==> src/axi_mem_pkg.sv <==
/*
 * Shared widths, vector types, AXI burst and response codes and the
 * controller state encoding for the AXI4 memory slave.
 * Modules import it inside their body and use scoped names in their ports.
 */
package axi_mem_pkg;

  // Bus geometry
  localparam int ADDR_W = 12;
  localparam int DATA_W = 32;
  localparam int STRB_W = DATA_W / 8;
  localparam int ID_W   = 4;
  localparam int LEN_W  = 8;

  // 4 KiB of 32-bit words
  localparam int WORDS = 1024;

  typedef logic [ADDR_W-1:0] addr_t;
  typedef logic [DATA_W-1:0] data_t;
  typedef logic [STRB_W-1:0] strb_t;
  typedef logic [ID_W-1:0]   id_t;
  typedef logic [LEN_W-1:0]  len_t;
  typedef logic [1:0]        burst_t;
  typedef logic [1:0]        resp_t;

  // AxBURST encodings, code 3 is reserved
  localparam burst_t BURST_FIXED = 2'd0;
  localparam burst_t BURST_INCR  = 2'd1;
  localparam burst_t BURST_WRAP  = 2'd2;

  // xRESP encodings in use
  localparam resp_t RESP_OKAY   = 2'd0;
  localparam resp_t RESP_SLVERR = 2'd2;

  // One transaction in flight at a time
  typedef enum logic [2:0] {
    IDLE,
    WDATA,
    WRESP,
    RFETCH,
    RDATA
  } fsm_state_e;

endpackage

==> src/axi_burst_counter.sv <==
/*
 * Beat address generator for FIXED and INCR bursts.
 * Loads from AW or AR, steps once per accepted beat and flags the last
 * beat and any unsupported burst type.
 */
module axi_burst_counter (
  input  logic                clk_i,
  input  logic                arst_n_i,
  input  axi_mem_pkg::addr_t  aw_addr_i,
  input  axi_mem_pkg::len_t   aw_len_i,
  input  axi_mem_pkg::burst_t aw_burst_i,
  input  axi_mem_pkg::addr_t  ar_addr_i,
  input  axi_mem_pkg::len_t   ar_len_i,
  input  axi_mem_pkg::burst_t ar_burst_i,
  input  logic                load_wr_i,
  input  logic                load_rd_i,
  input  logic                step_i,
  output axi_mem_pkg::addr_t  addr_o,
  output logic                last_beat_o,
  output logic                burst_err_o
);
  import axi_mem_pkg::*;

  addr_t  addr_q;
  len_t   count_q;
  burst_t burst_q;
  logic   err_q;

  function automatic logic burst_bad(burst_t burst);
    unique case (burst)
      BURST_FIXED, BURST_INCR: return 1'b0;
      default:                 return 1'b1;
    endcase
  endfunction

  always_ff @(posedge clk_i or negedge arst_n_i) begin
    if (!arst_n_i) begin
      addr_q  <= '0;
      count_q <= '0;
      burst_q <= BURST_INCR;
      err_q   <= 1'b0;
    end else if (load_wr_i) begin
      addr_q  <= aw_addr_i;
      count_q <= aw_len_i;
      burst_q <= aw_burst_i;
      err_q   <= burst_bad(aw_burst_i);
    end else if (load_rd_i) begin
      addr_q  <= ar_addr_i;
      count_q <= ar_len_i;
      burst_q <= ar_burst_i;
      err_q   <= burst_bad(ar_burst_i);
    end else if (step_i) begin
      count_q <= count_q - 1'b1;
      // Word step that wraps inside 4 KiB
      if (burst_q == BURST_INCR) addr_q <= addr_q + addr_t'(STRB_W);
    end
  end

  assign addr_o      = addr_q;
  assign last_beat_o = (count_q == '0);
  assign burst_err_o = err_q;

  assert property (@(posedge clk_i) disable iff (!arst_n_i) !(load_wr_i && load_rd_i));

endmodule

==> config.mk <==
export PLATFORM = sky130hd
export DESIGN_NAME = axi_burst_counter
export DESIGN_NICKNAME = d
export VERILOG_FILES = /design/src/axi_mem_pkg.sv /design/src/axi_burst_counter.sv
export SDC_FILE = /design/constraint.sdc
export NUM_CORES = 1
export LEC_CHECK = 0
export ABC_AREA = 1
export BUFFER_PORTS_ARGS = -buffer_cell sky130_fd_sc_hd__buf_2
export CAP_MARGIN = 10
export CORE_MARGIN = 2
export CORE_UTILIZATION = 53
export DETAILED_ROUTE_END_ITERATION = 10
export HOLD_SLACK_MARGIN = 0.03
export PLACE_DENSITY = 0.9
export SLEW_MARGIN = 10
export SYNTH_ARGS = -nofsm -noshare
export SYNTH_HDL_FRONTEND = slang
export SYNTH_SLANG_ARGS = --single-unit
==> constraint.sdc <==
create_clock -name clk_i -period 3.29 [get_ports clk_i]
set_input_delay 0.4935 -clock clk_i [delete_from_list [all_inputs] [get_ports clk_i]]
set_output_delay 0.4935 -clock clk_i [all_outputs]
set_load 0.005 [all_outputs]
# After elaboration in Yosys (flattened, before gate mapping)
# Cells that the tools add are included.
dict set report totals {
  regBits 23
  rom_bits 0
  latch_bits 0
  memories 0
  ramBits 0
}
dict set report op_classes {
  order_cmp 0
  n_reduce_logical 9
  n_shift 0
  addsub 2
  eq_ne 3
  mul 0
  bitwise_logic 0
  div_mod_pow 0
  muxes 13
}
# op n
set ops {}
lappend ops {{$mux W12} 4}
lappend ops {{$mux W8} 3}
lappend ops {{$add A12 B3 Y12 const B} 1}
lappend ops {{$logic_not A8 Y1} 1}
lappend ops {{$sub A8 B1 Y8 const B} 1}
lappend ops {{$eq A2 B1 Y1 const B} 3}
lappend ops {{$reduce_bool A3 Y1} 2}
lappend ops {{$logic_not A2 Y1} 2}
lappend ops {{$mux W1} 4}
lappend ops {{$mux W2} 2}
lappend ops {{$reduce_or A2 Y1} 2}
lappend ops {{$reduce_and A2 Y1} 1}
lappend ops {{$reduce_bool A2 Y1} 1}

# Longest topological paths before layout
# Gate-level depths: netlist of the first run.
dict set report depth {
  word_depth 5
  ltp_mapped 9
}

# Least setup slack after synthesis of the first run
# OpenSTA, ideal clock, no wires.
dict set report synth_timing {
  path_kind {input port to flip-flop}
  from {input load_wr_i}
  to {register addr_q[5], in the netlist addr_o[5]}
  required_time_ps 3166
  path_stages 7
  path_buffers 1
  slack_ps 1928
  arrival_ps 1238
  setup_time_ps 124
  cell_sequence {buf_6 inv_8 nand2_4 a31oi_4 inv_1 o211ai_1 nand2_1}
}
dict set report synth_between {
  elab_chain_len 2
  elab_cells_between_ends 4
}
# item line
set synth_lines {}
lappend synth_lines {{start: declaration} axi_burst_counter.sv:15} ;# input logic load_wr_i,
lappend synth_lines {{$reduce_bool A3 Y1 (no line)} -}
lappend synth_lines {{$reduce_and A2 Y1 (no line)} -}
lappend synth_lines {{end signal: assignment} axi_burst_counter.sv:43} ;# addr_q <= aw_addr_i;
lappend synth_lines {{end signal: assignment} axi_burst_counter.sv:48} ;# addr_q <= ar_addr_i;
lappend synth_lines {{end signal: assignment} axi_burst_counter.sv:55} ;# if (burst_q == BURST_INCR) addr_q <= addr_q + addr_t'(STRB_W);
lappend synth_lines {{end: declaration} axi_burst_counter.sv:24} ;# addr_t addr_q;
# Several ways; a longest one is shown, not always the timed one.
# A chain may end at the register's enable or synchronous reset.

# Final worst setup path of the first run
dict set report layout_timing {
  from {register count_q[0]}
  to {output last_beat_o}
}
dict set report layout_between {
  elab_chain_len 1
}
# item line
set layout_lines {}
lappend layout_lines {{start: declaration} axi_burst_counter.sv:25} ;# len_t count_q;
lappend layout_lines {{start signal: assignment} axi_burst_counter.sv:44} ;# count_q <= aw_len_i;
lappend layout_lines {{start signal: assignment} axi_burst_counter.sv:49} ;# count_q <= ar_len_i;
lappend layout_lines {{start signal: assignment} axi_burst_counter.sv:53} ;# count_q <= count_q - 1'b1;
lappend layout_lines {{$logic_not A8 Y1} axi_burst_counter.sv:60} ;# assign last_beat_o = (count_q == '0);
lappend layout_lines {{end: declaration} axi_burst_counter.sv:19} ;# output logic last_beat_o,
# No other way between the ends.

==> results of run 1 <==
[through the flow]
step                      util [%]  cell area (µm²)  setup slack [ps]  hold slack (ps)
final                         65.8             1980              1390              124
after global routing          65.8             1980              1270              146
after CTS                     65.8             1980              1400              135
after detailed placement      64.9             1950              1190              476
after global placement        64.9             1950              1240              467
after floorplan                  -             1650              1930              198
[worst register-to-register path, delay by kind of cell, from the launching register on]
kind,cells,cell delay (ps)
flip-flops,1,480
AO/OA/AOI/OAI,3,310
adder cells (fa/ha/maj),1,260
AND/OR/NAND/NOR,2,190
buffers and inverters,1,100
[registers in the layout, summed over array words and instances, names as in the netlist]
name	count
burst_err_o	1
burst_q	2
count_q	8
addr_o	12
[power breakdown]
part	switching (µW)	internal, µW	leakage (µW)	total (µW)
clock network	93.5	45.6	0.0000177	139
registers	37.8	318	0.000267	356
logic	130	92.7	0.000770	223
[layout by cell type (no fill, tap or decap), drive strengths merged]
cell type | netlist | routed
o22ai | 7 | 7
xnor2 | 1 | 1
nand2 | 70 | 70
a31oi | 2 | 2
dfstp | 1 | 1
o21a | 1 | 1
ha | 3 | 3
dfrtp | 22 | 22
o21ai | 20 | 20
nor2 | 48 | 48
nor3 | 3 | 3
nand3 | 19 | 19
clkbuf | 2 | 3
a21oi | 13 | 13
a211oi | 1 | 1
o211ai | 2 | 2
clkinv | 0 | 1
inv | 25 | 25
buf | 6 | 62
nand4 | 4 | 4
[cell families (layout without fill, tap and decap cells)]
kind of cell               Yosys count  count (layout)  share of synthesized area [%]
buffers and inverters               33              91                           9.19
DFF                                 23              23                           35.0
AOI/OAI and AO/OA                   46              46                           16.4
adders and majority gates            3               3                           2.28
xor gates and xnor gates             1               1                          0.532
and+or+nand+nor                    144             144                           36.6
[path summary, 6_finish.rpt]
path,from,end,slack (ps)
max in group asynchronous,arst_n_i,burst_q[0]$_DFFE_PN1N_,2800
max reg2reg,addr_o[2]$_DFFE_PN0P_,addr_o[6]$_DFFE_PN0P_,1880
max,count_q[0]$_DFFE_PN0P_,last_beat_o,1390
min in group clk_i,ar_burst_i[0],burst_q[0]$_DFFE_PN1N_,390
min,arst_n_i,count_q[3]$_DFFE_PN0P_,120
min reg2reg,burst_err_o$_DFFE_PN0N_,burst_err_o$_DFFE_PN0N_,510
[cell type report]
cell class	instances	area, µm²
fillers	274	1030
multi-input cells	194	920
flip-flops and latches	23	577
repair buffers	62	310
inverters	25	101
well taps	33	41.3
clock buffers	3	22.5
clock inverters	1	5.00
[routing by layer]
layer  share of wire, %  global-route usage, %  vias up
met2                 45                   38.2       66
met4               0.99                   6.03        0
met3                7.1                   5.41        4
met1                 46                   36.2      758
met5                  0                      0        -
li1                   -                      -      927
==> metrics.txt, run 1 <==
Relative slew margins=between 60% and 70%; syn nets=about 300; number of global-route vias before repair=1601; Seq/Total Area, Yosys=about a third; die width=approximately 60 µm; CTS tree=yes; most frequent cells after synthesis=69 x nand2_1, 45 x nor2_1, 22 x dfrtp_1, 22 x inv_1, 19 x nand3_1; Antenna Cells=0; root buf cell=clkbuf_4; die area=3570 µm²; antenna violations before repair=0; # DRC=0; EDFF count, synth=0; Synth area leader=dfrtp_1; Setup Fix Bufs, Post-CTS=0; Slew Viols, Final=0; maximum operating frequency=around 530 MHz; synthesized area=1650 µm²; Hold WC Path Type=input pin to asynchronous set/reset pin; R2R depth=7; share of the synthesized area in the top cell type=roughly a third; die height=between 50 and 60 µm; Overall Global Routing Usage=25.0%; Num Clock Sinks=23; average size of a mapped cell=between 6 and 7 µm²; CP Cell Sequence=inv_1 -> ha_1 -> nand3_1 -> nor2_1 -> buf_2; Worst path depth=5; final setup TNS=0 ps; Synth cell types=28; H-tree Lvls=1; final worst-path cycle share=slightly below 60%; Pre-antenna DRT Iters=4; Final nets=361; largest fanout on the critical path=6; site row count=20; Async SR Flop Fraction=between 90% and 100%; CP Buf/Inv Count=2; WS Path Type=flop to output port; # resized after CTS=0; fraction of layout instances using a drive strength above 1=between 20% and 30%; pin count of the biggest net entering global routing=28; antenna-violating nets left=0; Layout area overhead=20.0%; Syn Inst Count=250; Max stage delay cell, worst path=dfrtp_1; initial core utilization=between 50% and 60%; post-DP HPWL=between 2000 and 3000 µm; cell family with most CP delay=flip-flops; Design Power=718 µW; violation count after the first detailed-route iteration=~120; flip-flop and latch count after synthesis=23; capturing element type of the critical path=output port; Clock Tree Buf Depth=2; Buffers on Ports=just over 60; Clock Skew=slightly below 9 ps; DRT Wirelength=around 4100 µm; Clock Latency Late Sink=around 320 ps; top_reg_cell synth=dfrtp_1; final worst path period need=1900 ps; crit path DAT=~1400 ps; Post-Layout Cell Count=between 300 and 400; cell area power density=363 nW/µm²; final hold violation count=0; main area contributors after synthesis=dfrtp_1 33%, nand2_1 16%, nor2_1 10%; WL per Instance=11.9 µm; Leak Pwr=roughly 0.0011 µW; core area=3000 µm²; Vias per Instance=between 5 and 6; gpl congestion=0.908; GRT overflow=0; Worst Max-Slew Pin Slew=535 ps; endpoints failing setup=0; warnings from Yosys=0; cts hold-fix bufs=0; via count=1755; Placed Cells=roughly 340; Setup crit start kind=flop; max incr delay on CP=~400 ps; wire length of the first global-routing pass=a little under 7000 µm; worst vdd ir=roughly 0.3 mV; clk slew on worst S/H paths=between 100 and 150 ps; Worst EP required=around 2800 ps; RSZ-0062 raised after global routing=false; Ports=63; CTS Buf Count=3; status=finished, final reports clean; Max-cap violations=0; most common cell in the netlist=nand2_1
Power figures use the tool's default switching activity.
==> run 2: changes to the inputs <==
CORE_UTILIZATION = 49   (was 53)
PLACE_DENSITY = 0.84   (was 0.9)
clock period = 1.9 ns   (was 3.29 ns; I/O delays follow)
==> metrics.txt, run 2 (synthesis results as in run 1) <==
status=finished, final reports clean (unchanged); fraction of layout instances using a drive strength above 1=25.0% (was 24.7%); CTS tree=yes (unchanged); number of global-route vias before repair=1561 (was 1601); top layer in use=met4 (unchanged); die height=62.0 µm (was 59.8 µm); Buffers on Ports=62 (unchanged); WL met1=1940 µm (was 1880 µm); Setup crit start kind=flop (unchanged); post-DP HPWL=3130 µm (was 2990 µm); capturing element type of the critical path=output port (unchanged); core area=3280 µm² (was 3000 µm²); cts hold-fix bufs=1 (was 0); root buf cell=clkbuf_4 (unchanged); wire length of the first global-routing pass=6670 µm (was 6890 µm); final setup TNS=0 ps (unchanged); CTS Buf Count=3 (unchanged); Max-cap violations=0 (unchanged); fill cell count=329 (was 274); hold_ws=196 ps (was 124 ps); Hold WC Path Type=input pin to flop (was input pin to asynchronous set/reset pin); Vias per Instance=5.08 (was 5.15); Leak Pwr=0.00107 µW (was 0.00105 µW); area occupied by multi-input gates=920 µm² (unchanged); Num Clock Sinks=23 (unchanged); metal3 WL=298 µm (was 290 µm); Ports=63 (unchanged); cell area power density=613 nW/µm² (was 363 nW/µm²); antenna violations before repair=0 (unchanged); Clock Tree Buf Depth=2 (unchanged); Setup Fix Bufs, Post-CTS=0 (unchanged); via count=1820 (was 1755); endpoints failing setup=0 (unchanged); antenna-violating nets left=0 (unchanged); Worst Max-Slew Pin Slew=540 ps (was 535 ps); Routed met2 length=1940 µm (was 1850 µm); Slew Viols, Final=0 (unchanged); WL per Instance=11.7 µm (was 11.9 µm); Pre-antenna DRT Iters=4 (unchanged); FF/Latch Area=577 µm² (unchanged); worst vdd ir=0.504 mV (was 0.299 mV); Worst EP required=1620 ps (was 2800 ps); gpl congestion=0.853 (was 0.908); Relative slew margins=64.0% (was 64.3%); final hold violation count=0 (unchanged); final worst-path cycle share=just under 90%; WS Path Type=flop to output port (unchanged); crit path DAT=1380 ps (was 1400 ps); GRT overflow=0 (unchanged); pin count of the biggest net entering global routing=28 (unchanged); DRT Wirelength=4200 µm (was 4060 µm); Layout area overhead=22.9% (was 20.0%); # DRC=0 (unchanged); die width=62.0 µm (was 59.8 µm); commonest non-fill, non-tap cell in the layout=nand2_1 (unchanged); Clock Skew=2.06 ps (was 8.90 ps); die area=3840 µm² (was 3570 µm²); maximum operating frequency=601 MHz; Antenna Cells=0 (unchanged); # resized after CTS=0 (unchanged); most frequent cells in the layout=69 x nand2_1, 62 x buf_2, 45 x nor2_1, 22 x inv_1, 22 x dfrtp_1 (unchanged); Overall Global Routing Usage=23.1% (was 25.0%); Clock Latency Late Sink=310 ps (was 320 ps); RSZ-0062 raised after global routing=false (unchanged); clk slew on worst S/H paths=130 ps (was 140 ps); violation count after the first detailed-route iteration=131 (was 116); site row count=21 (was 20); initial core utilization=50.2% (was 54.9%); largest fanout on the critical path=6 (unchanged); H-tree Lvls=1 (unchanged); Final nets=365 (was 361); number of flip-flops in the largest register=12 (unchanged); final worst path period need=between 1500 and 2000 ps
run 2: cell count changes in the layout (fill, tap and decap cells not counted):
cell,delta
clkbuf_1,+1
buf_4,+3
clkinv_2,-1
dlygate4sd3_1,+1
run 2: where the power goes:
part / internal, µW / switching, µW
Combinational: 167 / 230
Sequential: 551 / 61.9
Clock: 82.0 / 150
Total: 799 / 442
run 2: final timing paths:
check	start	to	slack (ps)	cells past startpoint
setup reg to reg	addr_o[2]$_DFFE_PN0P_	addr_o[6]$_DFFE_PN0P_	500	7
min in group asynchronous	arst_n_i	addr_o[5]$_DFFE_PN0P_	470	2
setup / recovery	count_q[0]$_DFFE_PN0P_	last_beat_o	240	5
hold / removal	aw_addr_i[5]	addr_o[5]$_DFFE_PN0P_	200	3
max in group asynchronous	arst_n_i	burst_q[0]$_DFFE_PN1N_	1060	2
hold reg to reg	burst_err_o$_DFFE_PN0N_	burst_err_o$_DFFE_PN0N_	510	2
run 2: layout make-up:
type                       count  share of cell area, %
sequential                    23                   28.5
clock buffer                   4                   1.30
tap                           46                   2.84
timing repair buffer          66                   16.9
inverter                      25                   5.01
multi-input combinational    194                   45.4
run 2: critical path, stage by stage (launching register included):
cell,delay [ps]
dfrtp_1,400
inv_1,160
ha_1,200
nand3_1,80
nor2_1,110
buf_2,120
run 2: layer usage:
metal / up-vias / track usage (%)
met3: 2 / 4.35
li1: 938 / -
met5: - / 0
met4: 0 / 3.65
met2: 64 / 37.8
met1: 816 / 32.3
run 2: metrics by stage:
stage | instance area, µm² | utilization [%] | total power, µW | setup WS (ps) | std cells
after floorplan | 1650 | - | 864 | 660 | 250
after global placement | 1990 | 60.5 | 1010 | 363 | 353
after detailed placement | 1990 | 60.5 | 1020 | 319 | 353
after CTS | 2020 | 61.6 | 1250 | 225 | 358
after global routing | 2020 | 61.6 | 1340 | 70.6 | 358
final | 2020 | 61.6 | 1240 | 236 | 358
