**src/axi_mem_pkg.sv**
```systemverilog
/*
 * Shared widths, vector types, AXI burst and response codes and the
 * controller state encoding for the AXI4 memory slave.
 * Modules import it inside their body and use scoped names in their ports.
 */
package axi_mem_pkg;

  // Bus geometry
  localparam int ADDR_W = 12;
  localparam int DATA_W = 32;
  localparam int STRB_W = DATA_W / 8;
  localparam int ID_W   = 4;
  localparam int LEN_W  = 8;

  // 4 KiB of 32-bit words
  localparam int WORDS = 1024;

  typedef logic [ADDR_W-1:0] addr_t;
  typedef logic [DATA_W-1:0] data_t;
  typedef logic [STRB_W-1:0] strb_t;
  typedef logic [ID_W-1:0]   id_t;
  typedef logic [LEN_W-1:0]  len_t;
  typedef logic [1:0]        burst_t;
  typedef logic [1:0]        resp_t;

  // AxBURST encodings, code 3 is reserved
  localparam burst_t BURST_FIXED = 2'd0;
  localparam burst_t BURST_INCR  = 2'd1;
  localparam burst_t BURST_WRAP  = 2'd2;

  // xRESP encodings in use
  localparam resp_t RESP_OKAY   = 2'd0;
  localparam resp_t RESP_SLVERR = 2'd2;

  // One transaction in flight at a time
  typedef enum logic [2:0] {
    IDLE,
    WDATA,
    WRESP,
    RFETCH,
    RDATA
  } fsm_state_e;

endpackage

```
**src/axi_mem_fsm.sv**
```systemverilog
/*
 * Channel controller of the AXI4 memory slave.
 * Owns every ready/valid output, holds the transaction ID and tells the
 * burst counter and the memory array when to load, step, write and read.
 */
module axi_mem_fsm (
  input  logic               clk_i,
  input  logic               arst_n_i,
  // Write address
  input  logic               aw_valid_i,
  input  axi_mem_pkg::id_t   aw_id_i,
  output logic               aw_ready_o,
  // Write data
  input  logic               w_valid_i,
  input  logic               w_last_i,
  output logic               w_ready_o,
  // Write response
  input  logic               b_ready_i,
  output logic               b_valid_o,
  output axi_mem_pkg::id_t   b_id_o,
  output axi_mem_pkg::resp_t b_resp_o,
  // Read address
  input  logic               ar_valid_i,
  input  axi_mem_pkg::id_t   ar_id_i,
  output logic               ar_ready_o,
  // Read data
  input  logic               r_ready_i,
  output logic               r_valid_o,
  output axi_mem_pkg::id_t   r_id_o,
  output axi_mem_pkg::resp_t r_resp_o,
  output logic               r_last_o,
  // Burst counter
  input  logic               last_beat_i,
  input  logic               burst_err_i,
  output logic               load_wr_o,
  output logic               load_rd_o,
  output logic               step_o,
  // Memory array
  output logic               mem_we_o,
  output logic               mem_re_o
);
  import axi_mem_pkg::*;

  fsm_state_e state_q;
  fsm_state_e state_d;
  id_t        id_q;
  resp_t      resp;
  logic       aw_xfer;
  logic       ar_xfer;
  logic       w_xfer;
  logic       b_xfer;
  logic       r_xfer;

  // Write wins when AW and AR arrive together
  assign aw_ready_o = (state_q == IDLE);
  assign ar_ready_o = (state_q == IDLE) && !aw_valid_i;
  assign w_ready_o  = (state_q == WDATA);
  assign b_valid_o  = (state_q == WRESP);
  assign r_valid_o  = (state_q == RDATA);

  assign aw_xfer = aw_valid_i && aw_ready_o;
  assign ar_xfer = ar_valid_i && ar_ready_o;
  assign w_xfer  = w_valid_i && w_ready_o;
  assign b_xfer  = b_valid_o && b_ready_i;
  assign r_xfer  = r_valid_o && r_ready_i;

  assign load_wr_o = aw_xfer;
  assign load_rd_o = ar_xfer;
  assign step_o    = (w_xfer || r_xfer) && !last_beat_i;

  // Beats of a bad burst are taken but never stored
  assign mem_we_o = w_xfer && !burst_err_i;
  assign mem_re_o = (state_q == RFETCH);

  assign resp     = burst_err_i ? RESP_SLVERR : RESP_OKAY;
  assign b_id_o   = id_q;
  assign b_resp_o = resp;
  assign r_id_o   = id_q;
  assign r_resp_o = resp;
  assign r_last_o = r_valid_o && last_beat_i;

  always_comb begin
    state_d = state_q;
    unique case (state_q)
      IDLE: begin
        if (aw_xfer) begin
          state_d = WDATA;
        end else if (ar_xfer) begin
          state_d = RFETCH;
        end
      end
      WDATA:  if (w_xfer && last_beat_i) state_d = WRESP;
      WRESP:  if (b_xfer) state_d = IDLE;
      RFETCH: state_d = RDATA;
      RDATA:  if (r_xfer) state_d = last_beat_i ? IDLE : RFETCH;
      default: state_d = IDLE;
    endcase
  end

  always_ff @(posedge clk_i or negedge arst_n_i) begin
    if (!arst_n_i) begin
      state_q <= IDLE;
    end else begin
      state_q <= state_d;
    end
  end

  // ID is echoed on B or on every R beat
  always_ff @(posedge clk_i) begin
    if (aw_xfer) begin
      id_q <= aw_id_i;
    end else if (ar_xfer) begin
      id_q <= ar_id_i;
    end
  end

  // Master's WLAST must agree with the beat count from AWLEN
  assert property (@(posedge clk_i) disable iff (!arst_n_i)
    w_xfer |-> (w_last_i == last_beat_i));

  // Stalled read beat keeps its fields
  assert property (@(posedge clk_i) disable iff (!arst_n_i)
    (r_valid_o && !r_ready_i) |=>
      (r_valid_o && $stable(r_id_o) && $stable(r_resp_o) && $stable(r_last_o)));

endmodule

```
**config.mk**
```make
export PLATFORM = sky130hd
export DESIGN_NAME = axi_mem_fsm
export DESIGN_NICKNAME = d
export VERILOG_FILES = /design/src/axi_mem_pkg.sv /design/src/axi_mem_fsm.sv
export SDC_FILE = /design/constraint.sdc
export NUM_CORES = 1
export LEC_CHECK = 0
export BUFFER_PORTS_ARGS = -buffer_cell sky130_fd_sc_hd__buf_2
export CAP_MARGIN = 10
export CORE_MARGIN = 2
export CORE_UTILIZATION = 40
export DETAILED_ROUTE_END_ITERATION = 8
export GPL_TIMING_DRIVEN = 0
export PLACE_DENSITY = 0.83
export SLEW_MARGIN = 5
export SYNTH_ARGS = -nofsm -noshare
export SYNTH_HDL_FRONTEND = slang
export SYNTH_SLANG_ARGS = --single-unit
```
**constraint.sdc**
```tcl
create_clock -name clk_i -period 3.32 [get_ports clk_i]
set_input_delay 0.664 -clock clk_i [delete_from_list [all_inputs] [get_ports clk_i]]
set_output_delay 0.664 -clock clk_i [all_outputs]
set_load 0.02 [all_outputs]
```
-- After elaboration in Yosys (flattened, before gate mapping)
Index checks and enable logic that the tools add are counted.
- equality and inequality tests: 8
- muxes and demuxes: 10
- reduce and logical (&&, ||, !) cells: 17
- operators by type and width (kind ; count):
    3-bit 2-to-1 mux ; 5
    3-bit one-hot mux with 5 select lines ; 1
    1-bit logical AND ; 10
    4-bit 2-to-1 mux ; 2
    3-bit by 2-bit equality test with 1-bit output (second input constant) ; 2
    2-bit by 1-bit inequality test with 1-bit output (second input constant) ; 3
    2-bit 2-to-1 mux ; 2
    4-bit AND reduction ; 1
    3-bit by 1-bit equality test with 1-bit output (second input constant) ; 1
    3-bit equality test (second input constant) ; 1
    1-bit logical NOT ; 3
    3-bit logical NOT ; 1
    3-bit by 1-bit inequality test with 1-bit output (second input constant) ; 1
    2-bit nonzero test ; 1
    1-bit logical OR ; 1
- flip-flop bits (word level): 7
- bits of input ports: 18
- output and inout port bits: 23
- word-level logic and storage cells: 37

-- Logic depth before layout (Yosys ltp)
Gate-level depths: netlist of the first run.
- depth in word-level cells: 6
- gate-level depth with buffers: 5
- gate-level depth less buffers: 4

-- Worst setup path after synthesis of the first run
OpenSTA, ideal clock, no wires.
- kind: register to output
- start: register state_q[2]
- end: output step_o
- data arrival time: 1745 ps
- required time: 2656 ps
- path slack: 911 ps
- cell stages (with the launch flop): 5
- path buffers: 1
- cell sequence: dfrtp_1 buf_2 nor3b_1 nand2_1 a21oi_1
- longest elaborated chain between the ends: 4
- elaborated cells on any way between the ends: 6
- those cells by class: 2 x eq/ne; 4 x reduce/logical
- ends and longest elaborated chain (what ; RTL line ; source):
    from (decl) ; axi_mem_fsm.sv:44 ; fsm_state_e state_q;
    from (signal assigned) ; axi_mem_fsm.sv:104 ; state_q <= state_d;
    3-bit by 1-bit equality test with 1-bit output ; axi_mem_fsm.sv:57 ; assign w_ready_o = (state_q == WDATA);
    named net w_ready_o ; axi_mem_fsm.sv:16 ; output logic w_ready_o,
    1-bit logical AND ; axi_mem_fsm.sv:63 ; assign w_xfer = w_valid_i && w_ready_o;
    1-bit logical OR ; axi_mem_fsm.sv:69 ; assign step_o = (w_xfer || r_xfer) && !last_beat_i;
    1-bit logical AND ; axi_mem_fsm.sv:69 ;
    to (decl) ; axi_mem_fsm.sv:37 ; output logic step_o,
The timed path passes the listed nets, and every way through them passes these cells.

-- Final worst setup path of the first run
- start: register state_q[2]
- end: output step_o
- longest elaborated chain between the ends: 4
- elaborated cells on any way between the ends: 6
- those cells by class: 2 x eq/ne; 4 x reduce/logical
- ends and longest elaborated chain (what ; RTL line):
    3-bit by 1-bit equality test with 1-bit output or 3-bit equality test (tied branches) ; axi_mem_fsm.sv:57, axi_mem_fsm.sv:59
    1-bit logical AND (on tied branches) ; axi_mem_fsm.sv:63, axi_mem_fsm.sv:65
    1-bit logical OR * ; axi_mem_fsm.sv:69
    1-bit logical AND * ; axi_mem_fsm.sv:69
Every way passes the cells marked *; elsewhere a longest branch is shown, timed or not.

==> flow_summary.yaml, run 1 <==
drt:
  antenna_left: 0
  drtIter0Drc: 9
  wire_per_inst_um: 10.79
  topRoutingLayerUsed: "met3"
  wl_met3_um: 113
  vias: 511
  drc_errors: 0
  drt-total-wl_um: 1176
  wl_met1_um: 437
  met2RoutedLength_um: 626
  via_per_inst: 4.688
  firstDrtPassIters: 4
clock_network:
  cts_tree: "yes"
  hold_buffers: 0
  clockRootBuffer: "clkbuf_4"
  clock_sinks: 7
  cts_resized: 0
  numCtsBuffers: 3
  clock_latency_ns: 0.25
  post_cts_buffers: 0
  clk_path_buf_depth: 2
  htreeDepth: 1
  clkSlewWorstSetupHoldPaths_ns: 0.05
place:
  dp_hpwl_um: 961
  place.port_buffers: 37
  gp_congestion: 0.6726
  placed_area_um2: 733.2
  placed_cells: 105
power_and_ir_drop:
  power_mw: 0.6756
  pwr-share-clk_pct: 11.3
  p_leak_nw: 0.4249
  p_sw_mw: 0.3011
  peakVddDrop_mv: 0.4497
  seq_power_share_pct: 25.1
  combPwrFrac_pct: 63.6
  sw_frac_of_total_pct: 44.56
  power-per-cell-area_mw_per_mm2: 889.5
  power.internal_mw: 0.3745
floorplan:
  core_area_mm2: 0.001269
  ios: 41
  initial_core_util_pct: 41.42
  die-area_mm2: 0.001620
  die_w_um: 40.25
  fp-row-count: 13
  die_height_um: 40.25
logic_synthesis:
  ys_ff_latch: 7
  async_reset_ff_share_pct: 42.86
  syn_area_um2: 525.5
  yosys_warnings: 0
  ys.flop_type: "edfxtp_1"
  syn_avg_cell_area_um2: 10.11
  synth_cell_types: 28
  ys_seq_area_share_pct: 37.14
  syn_inst: 52
  synth_edf_count: 4
cells_and_area:
  syn_to_final_growth_pct: 44.52
  nNetsFinal: 113
  fin_area_um2: 759.5
  finalNonFillerCells: 109
  num_antenna_cells: 0
  drive_gt1_share_pct: 62.77
  layout_commonest_cell: "buf_2"
  fin_util_pct: 59.86
  final_cell_mix: "buf_2, buf_4, nor2_1"
global_route:
  grt_pass1_vias: 427
  grtUsageTotal_pct: 18.15
  grt_pass1_wl_um: 1787
  grt-ovfl-total: 0
  grt_max_degree: 11
  antenna_found_initial: 0
timing:
  final_hold_viol_count: 0
  post-route-period-util_pct: 70.47
  period_minus_slack_ns: 2.340
  final.setup.tns_ns: 0
  rsz0062_at_grt: "false"
  skew_ns: 0.0005862
  final_max_slew_viol_count: 0
  max_freq_mhz: 427.4
  setup_viol_count_final: 0
setup_path:
  worstPathRequired_ns: 2.66
  crit_fanout: 10
  path_class: "flop to output port"
  startpoint_type: "flop"
  end_kind: "output port"
  cp.arrival_ns: 1.68
run_status:
  status: "finished clean"
flow_run:
  maxCapViolations: 0
hold_path:
  hold_path.class: "input pin to async pin"
## logic make-up (layout without fill, tap and decap cells)
| family | Yosys count | count (layout) | share of synthesized area [%] |
|---|---|---|---|
| buffers and inverters | 12 | 53 | 16.66 |
| flip-flops | 7 | 7 | 37.14 |
| other | 1 | 2 | 0.7136 |
| multiplexers | 4 | 4 | 11.43 |
| AO/OA/AOI/OAI | 7 | 7 | 10.00 |
| AND/OR/NAND/NOR | 21 | 21 | 24.05 |
## critical path, stage by stage, from the launching register on
cell and delay [ns]:
dfrtp_1 0.39, buf_2 0.18, nor3b_1 0.43, nand2_1 0.13, a21oi_1 0.13, buf_2 0.17
## worst paths after layout
check | startpoint | endpoint | slack (ns) | depth (start not counted)
setup / recovery | state_q[2]$_DFFE_PN0P_ | step_o | 0.98 | 5
hold / removal | arst_n_i | state_q[1]$_DFFE_PN0P_ | 0.20 | 1
setup reg to reg | state_q[1]$_DFFE_PN0P_ | b_id_o[1]$_DFFE_PP_ | 1.60 | 5
hold reg to reg | state_q[1]$_DFFE_PN0P_ | state_q[1]$_DFFE_PN0P_ | 0.61 | 1
max in group asynchronous | arst_n_i | state_q[0]$_DFFE_PN0P_ | 3.01 | 1
min in group clk_i | state_q[1]$_DFFE_PN0P_ | state_q[1]$_DFFE_PN0P_ | 0.61 | 1
## state kept, by name, summed over array words and instances, names as in the netlist
signal	cells
b_id_o	4
state_q	3
## Yosys cell counts, types with 2 or more instances
cell      n  area share (%)
edfxtp_1  4              23
nor2_1    6             4.3
a22o_1    2             3.3
buf_4     8              11
and2_1    2             2.4
mux2_4    4              11
nand2_1   2             1.4
dfrtp_1   3              14
nand3b_1  2             2.9
## layer usage
layer / global-route usage, % / up-vias
met5: 0 / -
met4: 10.00 / 0
met3: 8.333 / 0
met2: 32.26 / 29
met1: 17.06 / 230
li1: - / 252
## stage by stage
stage | worst slack, ns | hold WS (ns)
3_5_place_dp | 1.306 | 0.4622
6_report | 0.9805 | 0.2002
2_1_floorplan | 0.9113 | 0.3684
3_3_place_gp | 1.338 | 0.4620
5_1_grt | 0.8434 | 0.1831
4_1_cts | 1.016 | 0.1880
## area by class of cell
class | count | area (µm²)
well taps | 15 | 18.77
multi-input cells | 34 | 246.5
flip-flops and latches | 7 | 195.2
repair buffers | 37 | 185.2
inverters | 2 | 7.507
clock buffers | 4 | 26.28
plain buffers | 10 | 80.08
fillers | 125 | 509.2
## power by group through the flow
stage                     sequential (mW)  combinational (mW)  clock [mW]
after floorplan                     0.184               0.299           0
after global routing                0.174               0.465      0.0876
after global placement              0.166               0.420           0
final                               0.170               0.429      0.0767
after detailed placement            0.170               0.432           0
after CTS                           0.168               0.432      0.0817
Note: power is estimated with default switching activity, not from simulation.
==> run 2: changes to the inputs <==
Settings changed: CORE_UTILIZATION 40 to 37, PLACE_DENSITY 0.83 to 0.78.
Clock period 3.32 ns to 2.4 ns, I/O delays scaled along.
==> flow_summary.yaml, run 2 (synthesis gave the netlist of run 1 again) <==
cells_and_area:
  final_cell_mix: "buf_2, buf_4, nor2_1"
  num_antenna_cells: 0
  n_fill_cell: 128
  syn_to_final_growth_pct: 46.43
  largest_reg_flops: 4
  layout_commonest_cell: "buf_2"
  drive_gt1_share_pct: 62.11
  nNetsFinal: 114
place:
  gp_congestion: 0.7253
  dp_hpwl_um: 883.2
  preCtsSetupSlack_ns: 0.5966
  place.port_buffers: 37
drt:
  vias: 501
  drc_errors: 0
  drtIter0Drc: 2
  via_per_inst: 4.555
  wire_per_inst_um: 9.800
  antenna_left: 0
  firstDrtPassIters: 2
  drt-total-wl_um: 1078
setup_path:
  path_class: "flop to output port"
  critPathMaxStageDelay_ns: 0.37
  path_common_cell: "buf_2"
  rr_worst_depth: 5
  path_cells: "buf_2 > nor3b_1 > nand2_1 > a21oi_1 > buf_2"
  startpoint_type: "flop"
  end_kind: "output port"
  crit_slowest_cell: "dfrtp_1"
  crit_fanout: 10
  cp.arrival_ns: 1.58
  worstPathRequired_ns: 1.92
timing:
  post-route-period-util_pct: 85.99
  fin_ws_ns: 0.3362
  setup_viol_count_final: 0
  final_max_slew_viol_count: 0
  rsz0062_at_grt: "false"
  period_minus_slack_ns: 2.064
  final_hold_viol_count: 0
  skew_ns: 0.006772
  final.setup.tns_ns: 0
  max_freq_mhz: 484.5
run_status:
  status: "finished clean"
hold_path:
  hold_path.class: "input pin to flop"
  hold_depth: 3
global_route:
  antenna_found_initial: 0
  grt_pass1_vias: 439
  grt_pass1_wl_um: 1690
  grt-ovfl-total: 0
  grtUsageTotal_pct: 13.13
  grt_max_degree: 11
power_and_ir_drop:
  power.internal_mw: 0.5188
  p_leak_nw: 0.4291
  power-per-cell-area_mw_per_mm2: 1197
  p_sw_mw: 0.4025
  pwr-share-clk_pct: 11.6
  seq_power_share_pct: 24.9
  combPwrFrac_pct: 63.4
  sw_frac_of_total_pct: 43.69
  peakVddDrop_mv: 0.6559
clock_network:
  hold_buffers: 0
  htreeDepth: 1
  clk_path_buf_depth: 2
  clock_sinks: 7
  clkSlewWorstSetupHoldPaths_ns: 0.05
  numCtsBuffers: 3
  clockRootBuffer: "clkbuf_4"
  cts_resized: 0
  clock_latency_ns: 0.25
  post_cts_buffers: 0
  cts_tree: "yes"
floorplan:
  initial_core_util_pct: 39.89
  ios: 41
  die_w_um: 41.69
  fp-row-count: 13
  die-area_mm2: 0.001738
  die_height_um: 41.69
  core_area_mm2: 0.001318
flow_run:
  maxCapViolations: 0
## run 2: changes by cell type in the layout (fill, tap and decap cells not counted), sizes merged
cell / change
dlygate4sd3: +1
## run 2: critical path, delay by kind of cell, from the launching register on
family / cells / cell delay [ns]
DFF: 1 / 0.37
AOI/OAI and AO/OA: 1 / 0.13
buffers and inverters: 2 / 0.34
and+or+nand+nor: 2 / 0.50
## run 2: layout make-up
class / instances / area (µm²) / share of cell area, %
Tap cell: 15 / 18.77 / 2.439
Inverter: 2 / 7.507 / 0.9756
Timing Repair Buffer: 38 / 195.2 / 25.37
Clock buffer: 4 / 26.28 / 3.415
Sequential cell: 7 / 195.2 / 25.37
Buffer: 10 / 80.08 / 10.41
Multi-Input combinational cell: 34 / 246.5 / 32.03
## run 2: path summary, 6_finish.rpt
| check | startpoint | endpoint | slack (ns) |
|---|---|---|---|
| setup / recovery | state_q[2]$_DFFE_PN0P_ | step_o | 0.34 |
| hold / removal | b_ready_i | state_q[1]$_DFFE_PN0P_ | 0.49 |
| min in group asynchronous | arst_n_i | state_q[1]$_DFFE_PN0P_ | 0.57 |
| hold reg to reg | state_q[1]$_DFFE_PN0P_ | state_q[1]$_DFFE_PN0P_ | 0.59 |
| setup reg to reg | state_q[1]$_DFFE_PN0P_ | b_id_o[3]$_DFFE_PP_ | 0.70 |
| max in group asynchronous | arst_n_i | state_q[2]$_DFFE_PN0P_ | 1.72 |
## run 2: power groups by stage
stage,clock [mW],combinational [mW],sequential [mW]
floorplan,0,0.413,0.255
CTS,0.113,0.589,0.231
global placement,0,0.583,0.229
global route,0.121,0.625,0.241
detailed placement,0,0.586,0.233
finish,0.107,0.585,0.230
## run 2: routing by layer
metal / up-vias / GRT usage, % / part of all wire (%)
met3: 4 / 5.652 / 11
met4: 0 / 7.742 / 2.6
met1: 212 / 13.82 / 36
li1: 253 / - / -
met5: - / 0 / 0
met2: 32 / 21.56 / 50
## run 2: per-stage QoR
step	power [mW]	hold slack [ns]	instance area, µm²	cells	utilization (%)
floorplan	0.6682	0.1844	529.3	53	-
global route	0.9872	0.5000	769.5	110	58.40
global placement	0.8124	0.2782	733.2	105	55.65
detailed placement	0.8191	0.2815	733.2	105	55.65
CTS	0.9334	0.005744	759.5	109	57.64
finish	0.9213	0.4872	769.5	110	58.40
